**src/include/lc3b_params.svh**
```systemverilog
`ifndef LC3B_PARAMS_SVH
`define LC3B_PARAMS_SVH

// data and address width in bits
`define LC3B_WORD_W 16

// general purpose registers R0 to R7
`define LC3B_NUM_REGS 8

// first fetch address after reset
`define LC3B_RESET_PC 16'h0000

`endif
```
**src/verilog/lc3b_isa_pkg.sv**
```systemverilog
`include "lc3b_params.svh"

package lc3b_isa_pkg;

    // data word and address
    typedef logic [`LC3B_WORD_W-1:0] lc3b_word;

    // register index
    typedef logic [$clog2(`LC3B_NUM_REGS)-1:0] lc3b_reg;

    // negative, zero, positive
    typedef logic [2:0] lc3b_nzp;

    // LC-3b encodings of the supported subset
    typedef enum logic [3:0] {
        op_br  = 4'b0000,
        op_add = 4'b0001,
        op_and = 4'b0101,
        op_ldr = 4'b0110,
        op_str = 4'b0111,
        op_not = 4'b1001
    } lc3b_opcode;

endpackage

```
**src/verilog/lc3b_ctrl_pkg.sv**
```systemverilog
package lc3b_ctrl_pkg;

    typedef enum logic [1:0] {
        alu_add  = 2'b00,
        alu_and  = 2'b01,
        alu_not  = 2'b10,
        alu_pass = 2'b11
    } lc3b_aluop;

    // second ALU operand
    typedef enum logic [1:0] {
        alumux_reg  = 2'b00,
        alumux_imm5 = 2'b01,
        alumux_off6 = 2'b10
    } lc3b_alumux_sel;

    // execute operand source
    typedef enum logic [1:0] {
        fwd_none = 2'b00,
        fwd_mem  = 2'b01,
        fwd_wb   = 2'b10
    } lc3b_fwd_sel;

    // all zero is a pipeline bubble
    typedef struct packed {
        lc3b_isa_pkg::lc3b_opcode opcode;
        lc3b_aluop                aluop;
        lc3b_alumux_sel           alumux_sel;
        logic                     load_regfile;
        logic                     load_cc;
        logic                     d_mem_read;
        logic                     d_mem_write;
        logic                     src2_is_dest;
        logic                     valid;
    } lc3b_control_word;

endpackage

```
**src/verilog/lc3b_forward_if.sv**
```systemverilog
interface lc3b_forward_if;
    import lc3b_isa_pkg::*;
    import lc3b_ctrl_pkg::*;

    // register tags of the execute, memory and writeback stages
    lc3b_reg     src1_ex;
    lc3b_reg     src2_ex;
    lc3b_reg     dest_mem;
    lc3b_reg     dest_wb;
    // memory flag excludes loads, their data is not ready yet
    logic        load_regfile_mem;
    logic        load_regfile_wb;
    lc3b_fwd_sel fwd_a_sel;
    lc3b_fwd_sel fwd_b_sel;

    modport datapath (
        output src1_ex, src2_ex, dest_mem, dest_wb, load_regfile_mem, load_regfile_wb,
        input  fwd_a_sel, fwd_b_sel
    );

    modport unit (
        input  src1_ex, src2_ex, dest_mem, dest_wb, load_regfile_mem, load_regfile_wb,
        output fwd_a_sel, fwd_b_sel
    );
endinterface

```
**src/verilog/lc3b_cpu.sv**
```systemverilog
module lc3b_cpu (
    input  logic                   clk,
    input  logic                   i_arst_n,
    // instruction memory
    output lc3b_isa_pkg::lc3b_word o_imem_address,
    output logic                   o_imem_read,
    input  logic                   i_imem_resp,
    input  lc3b_isa_pkg::lc3b_word i_imem_rdata,
    // data memory
    output lc3b_isa_pkg::lc3b_word o_dmem_address,
    output lc3b_isa_pkg::lc3b_word o_dmem_wdata,
    output logic                   o_dmem_read,
    output logic                   o_dmem_write,
    input  logic                   i_dmem_resp,
    input  lc3b_isa_pkg::lc3b_word i_dmem_rdata
);
    import lc3b_isa_pkg::*;
    import lc3b_ctrl_pkg::*;

    lc3b_control_word cw;
    lc3b_opcode       opcode;
    logic             ir_5;

    // decode of the instruction held in the IF/ID register
    lc3b_control_rom i_control_rom (
        .i_opcode (opcode),
        .i_ir_5   (ir_5),
        .o_cw     (cw)
    );

    cpu_datapath i_datapath (
        .clk,
        .i_arst_n,
        .i_cw           (cw),
        .o_opcode       (opcode),
        .o_ir_5         (ir_5),
        .o_imem_address (o_imem_address),
        .o_imem_read    (o_imem_read),
        .i_imem_resp    (i_imem_resp),
        .i_imem_rdata   (i_imem_rdata),
        .o_dmem_address (o_dmem_address),
        .o_dmem_wdata   (o_dmem_wdata),
        .o_dmem_read    (o_dmem_read),
        .o_dmem_write   (o_dmem_write),
        .i_dmem_resp    (i_dmem_resp),
        .i_dmem_rdata   (i_dmem_rdata)
    );
endmodule

```
**src/verilog/cpu_datapath.sv**
```systemverilog
`include "lc3b_params.svh"

module cpu_datapath (
    input  logic                            clk,
    input  logic                            i_arst_n,
    input  lc3b_ctrl_pkg::lc3b_control_word i_cw,
    output lc3b_isa_pkg::lc3b_opcode        o_opcode,
    output logic                            o_ir_5,
    output lc3b_isa_pkg::lc3b_word          o_imem_address,
    output logic                            o_imem_read,
    input  logic                            i_imem_resp,
    input  lc3b_isa_pkg::lc3b_word          i_imem_rdata,
    output lc3b_isa_pkg::lc3b_word          o_dmem_address,
    output lc3b_isa_pkg::lc3b_word          o_dmem_wdata,
    output logic                            o_dmem_read,
    output logic                            o_dmem_write,
    input  logic                            i_dmem_resp,
    input  lc3b_isa_pkg::lc3b_word          i_dmem_rdata
);
    import lc3b_isa_pkg::*;
    import lc3b_ctrl_pkg::*;

    // fetch and decode
    lc3b_word         pc;
    lc3b_word         pc_plus2;
    logic             fetch_en;
    lc3b_word         ir_id;
    lc3b_word         pc2_id;
    lc3b_word         reg_a_id;
    lc3b_word         reg_b_id;
    lc3b_reg          src2_id;
    // execute
    lc3b_control_word cw_ex;
    lc3b_word         ir_ex;
    lc3b_word         pc2_ex;
    lc3b_word         reg_a_ex;
    lc3b_word         reg_b_ex;
    lc3b_reg          src2_ex;
    lc3b_word         opa;
    lc3b_word         opb;
    lc3b_word         alu_b;
    lc3b_word         alu_out;
    lc3b_word         br_target;
    logic             br_taken;
    // memory
    lc3b_control_word cw_mem;
    lc3b_reg          dest_mem;
    lc3b_word         alu_mem;
    lc3b_word         sdata_mem;
    lc3b_word         rdata_q;
    lc3b_word         load_data;
    logic             dmem_req;
    logic             dmem_done;
    // writeback
    lc3b_control_word cw_wb;
    lc3b_reg          dest_wb;
    lc3b_word         value_wb;
    lc3b_nzp          cc;
    lc3b_nzp          cc_new;
    logic             advance;
    logic             stall_id;
    logic             flush;

    lc3b_forward_if fwd_if ();

    function automatic lc3b_word fwd_pick(
        input lc3b_fwd_sel sel,
        input lc3b_word    reg_val,
        input lc3b_word    mem_val,
        input lc3b_word    wb_val
    );
        case (sel)
            fwd_mem: return mem_val;
            fwd_wb:  return wb_val;
            default: return reg_val;
        endcase
    endfunction

    assign pc_plus2       = pc + 16'd2;
    assign o_imem_address = pc;
    assign o_imem_read    = fetch_en;

    // fetch stage and IF/ID, a squashed or empty slot is ir zero (BR never)
    always_ff @(posedge clk or negedge i_arst_n) begin
        if (!i_arst_n) begin
            fetch_en <= 1'b0;
            pc       <= `LC3B_RESET_PC;
            ir_id    <= '0;
        end else begin
            fetch_en <= 1'b1;
            if (advance && flush) begin
                pc    <= br_target;
                ir_id <= '0;
            end else if (advance && !stall_id) begin
                pc    <= fetch_en ? pc_plus2 : pc;
                ir_id <= fetch_en ? i_imem_rdata : '0;
            end
        end
    end

    always_ff @(posedge clk) begin
        if (advance && !stall_id) begin
            pc2_id <= pc_plus2;
        end
    end

    assign o_opcode = lc3b_opcode'(ir_id[15:12]);
    assign o_ir_5   = ir_id[5];
    assign src2_id  = i_cw.src2_is_dest ? ir_id[11:9] : ir_id[2:0];

    regfile i_regfile (
        .clk,
        .i_arst_n,
        .i_load  (cw_wb.load_regfile & advance),
        .i_dest  (dest_wb),
        .i_src_a (ir_id[8:6]),
        .i_src_b (src2_id),
        .i_in    (value_wb),
        .o_reg_a (reg_a_id),
        .o_reg_b (reg_b_id)
    );

    hazard_detection i_hazard_detection (
        .i_imem_resp (i_imem_resp | ~o_imem_read),
        .i_dmem_resp (i_dmem_resp | dmem_done),
        .i_dmem_req  (dmem_req),
        .i_op_id     (o_opcode),
        .i_src1_id   (ir_id[8:6]),
        .i_src2_id   (src2_id),
        .i_dest_ex   (ir_ex[11:9]),
        .i_load_ex   (cw_ex.d_mem_read),
        .i_cc_busy   ({cw_ex.load_cc, cw_mem.load_cc, cw_wb.load_cc}),
        .i_br_taken  (br_taken),
        .o_advance   (advance),
        .o_stall_id  (stall_id),
        .o_flush     (flush)
    );

    // control words, a stall or a squash inserts a bubble into execute
    always_ff @(posedge clk or negedge i_arst_n) begin
        if (!i_arst_n) begin
            cw_ex  <= '0;
            cw_mem <= '0;
            cw_wb  <= '0;
        end else if (advance) begin
            cw_ex  <= (flush || stall_id) ? '0 : i_cw;
            cw_mem <= cw_ex;
            cw_wb  <= cw_mem;
        end
    end

    always_ff @(posedge clk) begin
        if (advance) begin
            ir_ex     <= ir_id;
            pc2_ex    <= pc2_id;
            reg_a_ex  <= reg_a_id;
            reg_b_ex  <= reg_b_id;
            src2_ex   <= src2_id;
            dest_mem  <= ir_ex[11:9];
            alu_mem   <= alu_out;
            sdata_mem <= opb;
            dest_wb   <= dest_mem;
            value_wb  <= cw_mem.d_mem_read ? load_data : alu_mem;
        end
    end

    assign fwd_if.src1_ex          = ir_ex[8:6];
    assign fwd_if.src2_ex          = src2_ex;
    assign fwd_if.dest_mem         = dest_mem;
    assign fwd_if.dest_wb          = dest_wb;
    assign fwd_if.load_regfile_mem = cw_mem.load_regfile & ~cw_mem.d_mem_read;
    assign fwd_if.load_regfile_wb  = cw_wb.load_regfile;

    forwarding_unit i_forwarding_unit (
        .fwd (fwd_if.unit)
    );

    assign opa = fwd_pick(fwd_if.fwd_a_sel, reg_a_ex, alu_mem, value_wb);
    assign opb = fwd_pick(fwd_if.fwd_b_sel, reg_b_ex, alu_mem, value_wb);

    always_comb begin
        case (cw_ex.alumux_sel)
            alumux_imm5: alu_b = {{11{ir_ex[4]}}, ir_ex[4:0]};
            // word offset for LDR and STR
            alumux_off6: alu_b = {{9{ir_ex[5]}}, ir_ex[5:0], 1'b0};
            default:     alu_b = opb;
        endcase
        case (cw_ex.aluop)
            alu_add: alu_out = opa + alu_b;
            alu_and: alu_out = opa & alu_b;
            alu_not: alu_out = ~opa;
            default: alu_out = alu_b;
        endcase
    end

    assign br_target = pc2_ex + {{6{ir_ex[8]}}, ir_ex[8:0], 1'b0};
    assign br_taken  = cw_ex.valid && cw_ex.opcode == op_br && |(ir_ex[11:9] & cc);

    // hold the access low once answered while another stage still waits
    assign dmem_req       = cw_mem.d_mem_read | cw_mem.d_mem_write;
    assign o_dmem_read    = cw_mem.d_mem_read & ~dmem_done;
    assign o_dmem_write   = cw_mem.d_mem_write & ~dmem_done;
    assign o_dmem_address = alu_mem;
    assign o_dmem_wdata   = sdata_mem;
    assign load_data      = dmem_done ? rdata_q : i_dmem_rdata;

    always_ff @(posedge clk or negedge i_arst_n) begin
        if (!i_arst_n) begin
            dmem_done <= 1'b0;
        end else if (advance) begin
            dmem_done <= 1'b0;
        end else if (dmem_req && i_dmem_resp) begin
            dmem_done <= 1'b1;
        end
    end

    always_ff @(posedge clk) begin
        if (i_dmem_resp) begin
            rdata_q <= i_dmem_rdata;
        end
    end

    assign cc_new = value_wb[15] ? 3'b100 : (value_wb == '0) ? 3'b010 : 3'b001;

    // cc comes out of reset as zero
    always_ff @(posedge clk or negedge i_arst_n) begin
        if (!i_arst_n) begin
            cc <= 3'b010;
        end else if (advance && cw_wb.load_cc) begin
            cc <= cc_new;
        end
    end
endmodule

```
**src/verilog/hazard_detection.sv**
```systemverilog
module hazard_detection (
    input  logic                     i_imem_resp,
    input  logic                     i_dmem_resp,
    input  logic                     i_dmem_req,
    input  lc3b_isa_pkg::lc3b_opcode i_op_id,
    input  lc3b_isa_pkg::lc3b_reg    i_src1_id,
    input  lc3b_isa_pkg::lc3b_reg    i_src2_id,
    input  lc3b_isa_pkg::lc3b_reg    i_dest_ex,
    input  logic                     i_load_ex,
    input  logic [2:0]               i_cc_busy,
    input  logic                     i_br_taken,
    output logic                     o_advance,
    output logic                     o_stall_id,
    output logic                     o_flush
);
    import lc3b_isa_pkg::*;

    logic uses_src1;
    logic uses_src2;
    logic load_use;
    logic br_wait;

    // any missing memory response freezes the whole pipe
    assign o_advance = i_imem_resp & (~i_dmem_req | i_dmem_resp);

    // BR reads no register, NOT and LDR only the first source
    assign uses_src1 = (i_op_id != op_br);
    assign uses_src2 = (i_op_id == op_add) || (i_op_id == op_and) || (i_op_id == op_str);

    assign load_use = i_load_ex && ((uses_src1 && i_src1_id == i_dest_ex) ||
                                    (uses_src2 && i_src2_id == i_dest_ex));

    // hold BR until every older cc writer has left the pipe
    assign br_wait = (i_op_id == op_br) && (|i_cc_busy);

    assign o_flush    = i_br_taken;
    assign o_stall_id = (load_use | br_wait) & ~i_br_taken;
endmodule

```
**src/verilog/forwarding_unit.sv**
```systemverilog
module forwarding_unit (
    lc3b_forward_if.unit fwd
);
    import lc3b_isa_pkg::*;
    import lc3b_ctrl_pkg::*;

    // memory stage holds the younger result so it wins over writeback
    function automatic lc3b_fwd_sel pick_source(
        input lc3b_reg src,
        input lc3b_reg dest_mem,
        input logic    load_mem,
        input lc3b_reg dest_wb,
        input logic    load_wb
    );
        if (load_mem && dest_mem == src) begin
            return fwd_mem;
        end else if (load_wb && dest_wb == src) begin
            return fwd_wb;
        end
        return fwd_none;
    endfunction

    assign fwd.fwd_a_sel = pick_source(fwd.src1_ex, fwd.dest_mem, fwd.load_regfile_mem,
                                       fwd.dest_wb, fwd.load_regfile_wb);
    assign fwd.fwd_b_sel = pick_source(fwd.src2_ex, fwd.dest_mem, fwd.load_regfile_mem,
                                       fwd.dest_wb, fwd.load_regfile_wb);
endmodule

```
**src/verilog/regfile.sv**
```systemverilog
`include "lc3b_params.svh"

module regfile (
    input  logic                   clk,
    input  logic                   i_arst_n,
    input  logic                   i_load,
    input  lc3b_isa_pkg::lc3b_reg  i_dest,
    input  lc3b_isa_pkg::lc3b_reg  i_src_a,
    input  lc3b_isa_pkg::lc3b_reg  i_src_b,
    input  lc3b_isa_pkg::lc3b_word i_in,
    output lc3b_isa_pkg::lc3b_word o_reg_a,
    output lc3b_isa_pkg::lc3b_word o_reg_b
);
    import lc3b_isa_pkg::*;

    lc3b_word regs [`LC3B_NUM_REGS];

    always_ff @(posedge clk or negedge i_arst_n) begin
        if (!i_arst_n) begin
            for (int i = 0; i < `LC3B_NUM_REGS; i++) begin
                regs[i] <= '0;
            end
        end else if (i_load) begin
            regs[i_dest] <= i_in;
        end
    end

    // write-through, decode sees the value written back this cycle
    assign o_reg_a = (i_load && i_dest == i_src_a) ? i_in : regs[i_src_a];
    assign o_reg_b = (i_load && i_dest == i_src_b) ? i_in : regs[i_src_b];
endmodule

```
**src/verilog/lc3b_control_rom.sv**
```systemverilog
module lc3b_control_rom (
    input  lc3b_isa_pkg::lc3b_opcode        i_opcode,
    input  logic                            i_ir_5,
    output lc3b_ctrl_pkg::lc3b_control_word o_cw
);
    import lc3b_isa_pkg::*;
    import lc3b_ctrl_pkg::*;

    always_comb begin
        // valid word that changes no state, covers BR and unknown opcodes
        o_cw            = '0;
        o_cw.opcode     = i_opcode;
        o_cw.aluop      = alu_pass;
        o_cw.alumux_sel = alumux_reg;
        o_cw.valid      = 1'b1;
        case (i_opcode)
            op_add: begin
                o_cw.aluop        = alu_add;
                o_cw.alumux_sel   = i_ir_5 ? alumux_imm5 : alumux_reg;
                o_cw.load_regfile = 1'b1;
                o_cw.load_cc      = 1'b1;
            end
            op_and: begin
                o_cw.aluop        = alu_and;
                o_cw.alumux_sel   = i_ir_5 ? alumux_imm5 : alumux_reg;
                o_cw.load_regfile = 1'b1;
                o_cw.load_cc      = 1'b1;
            end
            op_not: begin
                o_cw.aluop        = alu_not;
                o_cw.load_regfile = 1'b1;
                o_cw.load_cc      = 1'b1;
            end
            op_ldr: begin
                o_cw.aluop        = alu_add;
                o_cw.alumux_sel   = alumux_off6;
                o_cw.d_mem_read   = 1'b1;
                o_cw.load_regfile = 1'b1;
                o_cw.load_cc      = 1'b1;
            end
            op_str: begin
                o_cw.aluop        = alu_add;
                o_cw.alumux_sel   = alumux_off6;
                o_cw.d_mem_write  = 1'b1;
                // store data comes from SR in bits 11:9 on port b
                o_cw.src2_is_dest = 1'b1;
            end
            default: ;
        endcase
    end
endmodule

```
**config.mk**
```make
export PLATFORM = sky130hd
export DESIGN_NAME = lc3b_cpu
export DESIGN_NICKNAME = d
export VERILOG_FILES = /design/src/verilog/lc3b_isa_pkg.sv /design/src/verilog/lc3b_ctrl_pkg.sv /design/src/verilog/lc3b_forward_if.sv /design/src/verilog/lc3b_cpu.sv /design/src/verilog/cpu_datapath.sv /design/src/verilog/hazard_detection.sv /design/src/verilog/forwarding_unit.sv /design/src/verilog/regfile.sv /design/src/verilog/lc3b_control_rom.sv
export VERILOG_INCLUDE_DIRS = /design/src /design/src/include
export SDC_FILE = /design/constraint.sdc
export NUM_CORES = 1
export LEC_CHECK = 0
export BUFFER_PORTS_ARGS = -buffer_cell sky130_fd_sc_hd__buf_2
export CAP_MARGIN = 20
export CORE_MARGIN = 8
export CORE_UTILIZATION = 40
export CTS_BUF_LIST = sky130_fd_sc_hd__clkbuf_4 sky130_fd_sc_hd__clkbuf_8
export CTS_CLUSTER_SIZE = 16
export DETAILED_ROUTE_END_ITERATION = 12
export PLACE_DENSITY_LB_ADDON = 0.3
export SLEW_MARGIN = 20
export SYNTH_ARGS = -nofsm -noshare
export SYNTH_HDL_FRONTEND = slang
export SYNTH_SLANG_ARGS = --single-unit
```
**constraint.sdc**
```tcl
create_clock -name clk -period 8 [get_ports clk]
set_input_delay 0.4 -clock clk [delete_from_list [all_inputs] [get_ports clk]]
set_output_delay 0.4 -clock clk [all_outputs]
set_load 0.005 [all_outputs]
```
**Word level (Yosys, flattened, before mapping)**

Cells that the tools add are included.

- Register bits after elaboration: 333
- Bits of input ports: 36
- Output and inout bits: 51
- Word-level logic and storage cells: 171

- Reduce and logical (&&, ||, !) cells: 37
- $lt $le $gt $ge: 4
- Muxes and demuxes: 45
- Bitwise gates (word level): 22
- $add $sub $neg: 3
- Equality and inequality tests: 21

Operators by type and width:

| cell | count |
|---|---|
| $mux W16 | 15 |
| $bwmux W128 | 1 |
| $bmux W16 S3 | 2 |
| $pmux W16 S2 | 3 |
| $demux W16 S3 | 1 |
| $pmux W16 S3 | 1 |
| $add A16 B16 Y16 | 2 |
| $eq A3 B3 Y1 | 8 |
| $mux W2 | 9 |
| $logic_and A1 B1 Y1 | 17 |
| $add A16 B2 Y16 const B | 1 |
| $and A16 B16 Y16 | 1 |
| $logic_not A16 Y1 | 1 |
| $not A16 Y16 | 1 |
| $mux W14 | 1 |
| $eq A4 B3 Y1 const B | 3 |
| $ge A4 B4 Y1 const B | 3 |
| $not A3 Y4 | 3 |
| $reduce_or A3 Y1 | 3 |
| $eq A2 B1 Y1 const B | 4 |
| $eq A2 B2 Y1 const B | 4 |
| $logic_not A4 Y1 | 2 |
| $mux W1 | 8 |
| $and A1 B1 Y1 | 6 |
| 17 further kinds | 32 |

**Logic depth before layout (Yosys ltp)**

Gate-level depths: netlist of the first run.

- Depth in word-level cells: 13
- Gate-level depth with buffers: 17

**Cells and area by module**

A second synthesis of the first run with hierarchy kept.

- Cells, all modules: 1391
- Area total of the unflattened synthesis: 18128.6 µm²

By module, submodules not included:

| module | cells an instance | area an instance (µm²) | times used |
|---|---|---|---|
| cpu_datapath | 883 | 10151.0 | 1 |
| regfile | 452 | 7533.5 | 1 |
| forwarding_unit | 18 | 152.6 | 1 |
| lc3b_control_rom | 20 | 150.1 | 1 |
| hazard_detection | 18 | 141.4 | 1 |

**Least setup slack after synthesis of the first run**

OpenSTA, ideal clock, no wires.

- Kind: reg-to-reg
- From: register i_datapath.cw_mem[3] (netlist name)
- To: register i_datapath.pc[14], in the netlist i_datapath.o_imem_address[14]
- Setup time: 0.066 ns
- Data required time: 7.934 ns
- Path slack: 2.222 ns
- Cell stages (with the launch flop): 10
- Arrival time: 5.712 ns
- Period minus slack after synthesis: 5.778 ns
- Cells stage by stage: dfrtp_1 > buf_2 > nor2_1 > o31ai_2 > inv_1 > clkbuf_1 > nand2_1 > nor3b_1 > mux2_2 > a211o_1

- Longest elaborated chain between the ends: 7

RTL lines:

| what | RTL line | source |
|---|---|---|
| from (decl) | cpu_datapath.sv:46 | `lc3b_control_word cw_mem;` |
| from (signal assigned) | cpu_datapath.sv:147 | `cw_mem <= cw_ex;` |
| $or A1 B1 Y1 (*) | cpu_datapath.sv:200 | `assign dmem_req = cw_mem.d_mem_read \| cw_mem.d_mem_write;` |
| $not A1 Y1 (*) | hazard_detection.sv:24 | `assign o_advance = i_imem_resp & (~i_dmem_req \| i_dmem_resp);` |
| $or A1 B1 Y1 (*) | hazard_detection.sv:24 |  |
| $and A1 B1 Y1 (*) | hazard_detection.sv:24 |  |
| via i_datapath.advance | cpu_datapath.sv:60 | `logic advance;` |
| $logic_and A1 B1 Y1 (on tied branches) | cpu_datapath.sv:91, cpu_datapath.sv:94 |  |
| $reduce_bool A2 Y1 (no source line) | -- |  |
| $reduce_and A2 Y1 (no source line) | -- |  |
| to (signal assigned) | cpu_datapath.sv:87 | `` pc <= `LC3B_RESET_PC; `` |
| to (signal assigned) | cpu_datapath.sv:92 | `pc <= br_target;` |
| to (signal assigned) | cpu_datapath.sv:95 | `pc <= fetch_en ? pc_plus2 : pc;` |
| to (decl) | cpu_datapath.sv:24 | `lc3b_word pc;` |

The timed path passes the listed nets; every way through them passes the cells marked *.
A chain may end at the register's enable or synchronous reset.

**Worst setup path in the final report of the first run**

- From: register i_datapath.dest_wb[1]
- To: register i_datapath.alu_mem[14], in the netlist i_datapath.o_dmem_address[14], data pin

- Longest elaborated chain between the ends: 10

RTL lines:

| what | RTL line | source |
|---|---|---|
| from (decl) | cpu_datapath.sv:56 | `lc3b_reg dest_wb;` |
| from (signal assigned) | cpu_datapath.sv:162 | `dest_wb <= dest_mem;` |
| $eq A3 B3 Y1 (*) | forwarding_unit.sv:17 | `end else if (load_wb && dest_wb == src) begin` |
| $logic_and A1 B1 Y1 (*) | forwarding_unit.sv:17 |  |
| $mux W1 (*) | forwarding_unit.sv:17 |  |
| $mux W1 (*) | forwarding_unit.sv:15 | `if (load_mem && dest_mem == src) begin` |
| $mux W2 (*) | forwarding_unit.sv:20 | `return fwd_none;` |
| $eq A2 B2 Y1 / $eq A2 B1 Y1 (equally long branches) | cpu_datapath.sv:72 | `case (sel)` |
| $pmux W16 S2 (*) | cpu_datapath.sv:72 |  |
| via i_datapath.opb[0] | cpu_datapath.sv:40 | `lc3b_word opb;` |
| $pmux W16 S2 (*) | cpu_datapath.sv:182 | `case (cw_ex.alumux_sel)` |
| $add A16 B16 Y16 (*) | cpu_datapath.sv:189 | `alu_add: alu_out = opa + alu_b;` |
| $pmux W16 S3 (*) | cpu_datapath.sv:188 | `case (cw_ex.aluop)` |
| via i_datapath.alu_out[14] | cpu_datapath.sv:42 | `lc3b_word alu_out;` |
| to (signal assigned) | cpu_datapath.sv:160 | `alu_mem <= alu_out;` |
| to (decl) | cpu_datapath.sv:48 | `lc3b_word alu_mem;` |

Marked as above.

==> results of run 1 <==
-- repair_timing --
item | in CTS | in global routing
hold buffers | 18 | 0
endpoints found under the hold margin | 71 | 0
endpoints found under the setup margin | 0 | 0
-- placed cells by master, fill, tap and decap left out, types with 5 or more instances in the layout --
cell type,instances
a311oi_1,16
buf_2,85
nand2b_1,10
mux2_2,132
nand2_1,252
a31oi_1,19
xor2_1,35
a221oi_1,8
nor3_1,5
and3_1,22
buf_4,28
inv_1,28
nand4_1,7
a211o_1,5
edfxtp_1,149
dlygate4sd3_1,18
nor2b_1,12
a21o_1,10
o21a_1,9
nor4_1,8
o21ai_0,97
nor2_1,73
a211oi_1,9
ha_1,33
dfrtp_1,179
clkinv_1,10
nand3_1,51
mux4_2,33
mux2i_1,70
a21oi_1,64
a22o_1,18
clkbuf_8,64
clkbuf_4,24
and2_1,5
xnor2_1,34
a21boi_0,6
-- power by group through the flow --
| stage | clock [mW] | combinational [mW] | sequential (mW) |
|---|---|---|---|
| floorplan | 0 | 2.89 | 3.07 |
| global placement | 0 | 3.66 | 3.39 |
| detailed placement | 0 | 3.71 | 3.42 |
| CTS | 1.64 | 3.74 | 3.40 |
| global route | 1.71 | 4.15 | 3.50 |
| finish | 1.59 | 3.74 | 3.40 |
-- per-layer routing --
metal  track usage  wire length, um  vias up
met2         0.285            21200      322
met1         0.249            20800     6161
met3        0.0277             2430       75
met5             0                0        -
li1              -                -     5877
met4        0.0518              991        0
-- cell families (layout without fill, tap and decap cells) --
family                   Yosys count  count (layout)  share of synthesized area
AND/OR/NAND/NOR                  465             465                      0.119
flip-flops                       330             330                      0.512
AO/OA/AOI/OAI                    292             292                      0.105
multiplexers                     237             237                      0.169
buffers and inverters            137             269                     0.0348
XOR/XNOR                          69              69                     0.0344
adder cells (fa/ha/maj)           35              35                     0.0258
other                              1               1                   0.000213
-- final cells by class --
class | instances | area [sq um]
inverters | 30 | 115
repair buffers | 134 | 866
multi-input cells | 1099 | 8010
flip-flops and latches | 330 | 9010
well taps | 592 | 741
clock buffers | 88 | 1060
fillers | 4002 | 23900
clock inverters | 17 | 133
-- registers in the layout (all words and copies together) (netlist names), 12 cells and up --
| name | flops |
|---|---|
| i_datapath.value_wb | 16 |
| i_datapath.ir_ex | 12 |
| i_datapath.reg_b_ex | 16 |
| i_datapath.o_dmem_address | 16 |
| i_datapath.ir_id | 16 |
| i_datapath.rdata_q | 16 |
| i_datapath.o_dmem_wdata | 16 |
| i_datapath.pc2_id | 16 |
| i_datapath.o_imem_address | 16 |
| i_datapath.pc2_ex | 16 |
| i_datapath.i_regfile.regs | 128 |
| i_datapath.reg_a_ex | 16 |
| i_datapath.cw_ex | 12 |
-- per-stage QoR --
step	setup WS (ns)	instance area, sq um	instances	hold slack [ns]	util
6_report	3.81	19900	2290	0.0393	0.455
5_1_grt	3.44	19900	2290	0.00853	0.455
4_1_cts	3.84	19900	2289	0.00136	0.454
3_5_place_dp	3.83	18500	2166	0.391	0.423
3_3_place_gp	3.86	18500	2166	0.385	0.423
2_1_floorplan	2.22	17600	1566	0.104	-
-- critical path, stage by stage, from the launching register on --
cell and delay (ns):
edfxtp_1 0.58, xnor2_1 0.22, nand4_1 0.11, buf_4 0.29, mux2i_1 0.21, o21ai_0 0.12, nand2_1 0.09, o21ai_0 0.11
ha_1 0.28, fa_1 0.41, a21oi_1 0.36, o41ai_1 0.11, a211oi_1 0.45, o21ai_0 0.14, a21oi_1 0.19, xor2_1 0.17
a221oi_1 0.09
-- worst max path at each step --
stage | from | endpoint | slack [ns] | cells after the start
final | i_datapath.dest_wb[1] | i_datapath.o_dmem_address[14] | 3.81 | 16
after global routing | i_datapath.dest_wb[1] | i_datapath.o_dmem_address[14] | 3.44 | 16
after CTS | i_datapath.dest_wb[1] | i_datapath.o_dmem_address[14] | 3.84 | 16
after detailed placement | i_datapath.dest_wb[1] | i_datapath.o_dmem_address[14] | 3.83 | 16
after global placement | i_datapath.dest_wb[1] | i_datapath.o_dmem_address[14] | 3.86 | 16
after floorplan | i_datapath.cw_mem[3] | i_datapath.o_imem_address[14] | 2.22 | 9
==> impl_results.md, run 1 <==
- Final slew viol count: 0
- Switching Share: 0.400
- First drt pass iteration count: 5
- Total negative slack: 0 ns
- Fin crit period: 4.19 ns
- Post-DP HPWL: 29600 um
- Async S/R FF share, synth: 0.548
- Top post-synthesis cells by area: dfrtp_1 26%, edfxtp_1 25%, mux2_2 8.5%
- Hold wc startpoint: i_imem_rdata[0]
- Maximum clock rate: 239 MHz
- Final Skew: 0.0293 ns
- Congestion Overflow GR: 0
- Status: completed
- Leading cell type by number of instances after synthesis: nand2_1
- CTS tree: yes
- Hold endpoint: i_datapath.ir_id[0]
- Total power: 8.73 mW
- Total Routing Usage GR: 0.178
- Worst min-delay path class: input pin to flop
- Max IR drop VDD: 0.159 mV
- Max cap viols: 0
- Register-to-Register Path Depth: 16
- Crit path max fanout: 16
- Final hold viol count: 0
- Power per cell area: 438 mW/mm^2
- Buffers on Ports: 86
- DR vias: 12400
- Root buffer cell: clkbuf_8
- YS warnings: 0
- Psw: 3.50 mW
- Reg-to-Reg End: i_datapath.o_dmem_address[14]
- Largest net degree at the start of global routing: 88
- Yosys reg bits: 330
- RSZ-0062 raised after global routing: false
- Site Rows: 77
- Cell Area, Synth: 0.0176 sq mm
- Clock power frac: 0.182
- Post-CTS resize count: 0
- DR DRC count: 0
- CP Launch Type: flop
- Fin crit share: 0.523
- H-tree depth: 2
- Global-route wire length before repair: 72200 um
- Synth top area share: 0.256
- Gate Count Post-Synth: 1566
- Seq pwr share: 0.389
- WHS Path Cells: 3
- Number of global-route vias before repair: 12500
- Io pins: 87
- WP data arrival: 4.52 ns
- Synth Flop Type: dfrtp_1
- CP endpoint kind: flop
- WS Path Type: flop to flop
- Final Routed Wirelength: 45400 um
- Syn nets: 1637
- Post-DR wirelength/cell: 19.8 um
- Post-route ant nets: 0
- Clock Latency Late Sink: 0.60 ns
- Post-synth cell types: 66
- Gate power share: 0.429
- Area grow syn2layout: 13.3%
- Full die area: 0.0509 sq mm
- CTS clk-pin slew, worst paths: 0.07 ns
- Synth Area per Inst: 11.2 sq um
- Initial core utilization: 0.401
- Worst slew pin tran: 1.13 ns
- Die height: 226 um
- Clock tree sinks: 330
- Synth area leader: dfrtp_1
- 1st-iter DRT viols: 860
- Top cells by count, synth: 252 x nand2_1, 180 x dfrtp_1, 149 x edfxtp_1, 132 x mux2_2, 97 x o21ai_0
- Setup violators final: 0
- Ant diodes: 0
- Post-synthesis sequential area ratio: 0.512
- Post-CTS setup buffers: 0
- Max Buffers Root-to-Sink: 3
- Nets@finish: 1722
- Slew HR: 0.247
- Reg2Reg Launch Point: i_datapath.dest_wb[1]
- Core area: 0.0438 sq mm
- Layout cells sized above 1: 0.234
- Leak: 8.37 nW
- Initial antenna violation count: 0
- Clock buffer count from CTS: 56
- Die W: 226 um
- Power Internal: 5.23 mW
- Via density: 5.43
- R2R setup slack: 3.81 ns
- CP Data Required Time: 8.33 ns
- Post-synth EDFFs: 149
- GPL Wtd Cong: 0.876
Note: power is estimated with default switching activity, not from simulation.
==> run 2: changes to the inputs <==
==> constraint.sdc (replaced) <==
create_clock -name clk -period 3.7 [get_ports clk]
set_input_delay 0.185 -clock clk [delete_from_list [all_inputs] [get_ports clk]]
set_output_delay 0.185 -clock clk [all_outputs]
set_load 0.005 [all_outputs]
==> impl_results.md, run 2 (synthesis gave the netlist of run 1 again) <==
- Layout cells sized above 1: 0.269
- Status: completed
- Fin crit share: 0.973
- Via density: 5.45
- Cell Chain, Critical Path: xor2_2, nor4_4, buf_4, clkbuf_4, o21ai_0, nor2_1, nor2_2, fa_2, a21oi_4, o41ai_4, a211oi_2, buf_4, o21ai_0, a21oi_1, xor2_1, a221oi_2
- Worst-path cell with the longest stage delay: edfxtp_1
- Setup violators final: 0
- Total power: 19.8 mW
- DR DRC count: 0
- Area grow syn2layout: 17.9%
- Congestion Overflow GR: 0
- Post-DR wirelength/cell: 19.6 um
- Post-route ant nets: 0
- Max IR drop VDD: 0.369 mV
- Final hold viol count: 0
- Worst Setup SP: i_datapath.dest_mem[0]
- Final Skew: 0.0191 ns
- Commonest cells after routing, fill and taps aside: 252 x nand2_1, 179 x dfrtp_1, 149 x edfxtp_1
- Hold wc startpoint: i_dmem_resp
- CP Launch Type: flop
- Slew HR: 0.374
- 1st-iter DRT viols: 929
- Clock tree sinks: 330
- Full die area: 0.0509 sq mm
- Max stage delay on crit path: 0.47 ns
- Reg2Reg Launch Point: i_datapath.dest_mem[0]
- Root buffer cell: clkbuf_8
- Nets@finish: 1792
- Largest register FFs: 128
- Final slew viol count: 0
- Top Family by Delay on Critical Path: compound AO/OA/AOI/OAI gates
- WS Path Type: flop to flop
- Max cap viols: 0
- Post-DP HPWL: 31000 um
- Fillcell total: 3971
- Io pins: 87
- Final Routed Wirelength: 46200 um
- Clock buffer count from CTS: 55
- Initial core utilization: 0.401
- CP bufs+invs: 3
- Reg with most FFs: i_datapath.i_regfile.regs
- CTS tree: yes
- Final Core Density: 0.473
- Dpl cells: 2206
- Ant diodes: 0
- CP endpoint kind: flop
- Max Buffers Root-to-Sink: 3
- CTS clk-pin slew, worst paths: 0.07 ns
- Clock Latency Late Sink: 0.61 ns
- Leak: 8.79 nW
- H-tree depth: 2
- Site Rows: 77
- GPL Wtd Cong: 0.861
- WP data arrival: 3.94 ns
- Largest net degree at the start of global routing: 70
- Die height: 226 um
- Worst min-delay path class: input pin to flop
- Global-route wire length before repair: 72700 um
- Commonest non-fill, non-tap cell in the layout: nand2_1
- Die W: 226 um
- Crit path max fanout: 9
- Buffers on Ports: 86
- First drt pass iteration count: 7
- Initial antenna violation count: 0
- Fin crit period: 3.60 ns
- DR vias: 12900
- RSZ-0062 raised after global routing: true
- CP Data Required Time: 4.04 ns
- Core area: 0.0438 sq mm
- Power per cell area: 953 mW/mm^2
- Number of global-route vias before repair: 12800
- Finished Layout Cells: 2357
- Maximum clock rate: 278 MHz
- Total Routing Usage GR: 0.180
- Worst slew pin tran: 0.937 ns
- Worst hold slack: 0.154 ns
run 2: worst paths after layout:
check | endpoint | slack, ns | cells after the start
hold / removal | i_datapath.rdata_q[9] | 0.15 | 2
setup reg to reg | i_datapath.o_dmem_address[14] | 0.10 | 16
setup / recovery | i_datapath.o_dmem_address[14] | 0.10 | 16
max in group asynchronous | i_datapath.cc[1] | 2.48 | 3
min in group asynchronous | i_datapath.i_regfile.regs[106] | 0.22 | 2
hold reg to reg | i_datapath.pc2_ex[9] | 0.40 | 0
run 2: metal layers:
metal,vias to the layer above,global-route usage,share of wire
li1,6004,-,-
met1,6352,0.251,0.45
met2,413,0.285,0.47
met3,84,0.0288,0.061
met4,0,0.0558,0.021
met5,-,0,0
run 2: area by class of cell:
class                   instances  area, sq um  area share
multi-input cells            1099         8140       0.392
repair buffers                205         1500      0.0725
well taps                     592          741      0.0357
inverters                      30          115     0.00555
clock inverters                19          224      0.0108
flip-flops and latches        330         9010       0.434
clock buffers                  82         1010      0.0487
run 2: worst register-to-register path, delay by kind of cell, from the launching register on:
kind | cells | cell delay, ns
AOI/OAI and AO/OA | 7 | 1.01
buffers and inverters | 3 | 0.54
and+or+nand+nor | 3 | 0.47
DFF | 1 | 0.47
adders and majority gates | 1 | 0.44
xor gates and xnor gates | 2 | 0.42
run 2: where the power goes:
| group | total (mW) | internal [mW] | switching (mW) |
|---|---|---|---|
| clock network | 3.58 | 2.10 | 1.48 |
| registers | 7.21 | 5.79 | 1.43 |
| logic | 8.98 | 4.05 | 4.92 |
| total | 19.8 | 11.9 | 7.83 |
run 2: per-stage QoR:
step | setup TNS [ns] | area (sq um) | setup slack [ns]
after floorplan | 0 | 17600 | 0.0140
final | 0 | 20700 | 0.100
after global routing | -0.416 | 20700 | -0.0920
after detailed placement | -0.0312 | 18900 | -0.0312
after CTS | 0 | 20500 | 0.0252
after global placement | 0 | 18900 | 0.0715
run 2: timing repair:
item	4_1_cts	5_1_grt
hold buffers	34	0
endpoints found under the setup margin	1	24
buffers inserted	0	14
endpoints found under the hold margin	109	0
gates cloned	0	2
pin swaps	1	17
gates resized for setup	5	34
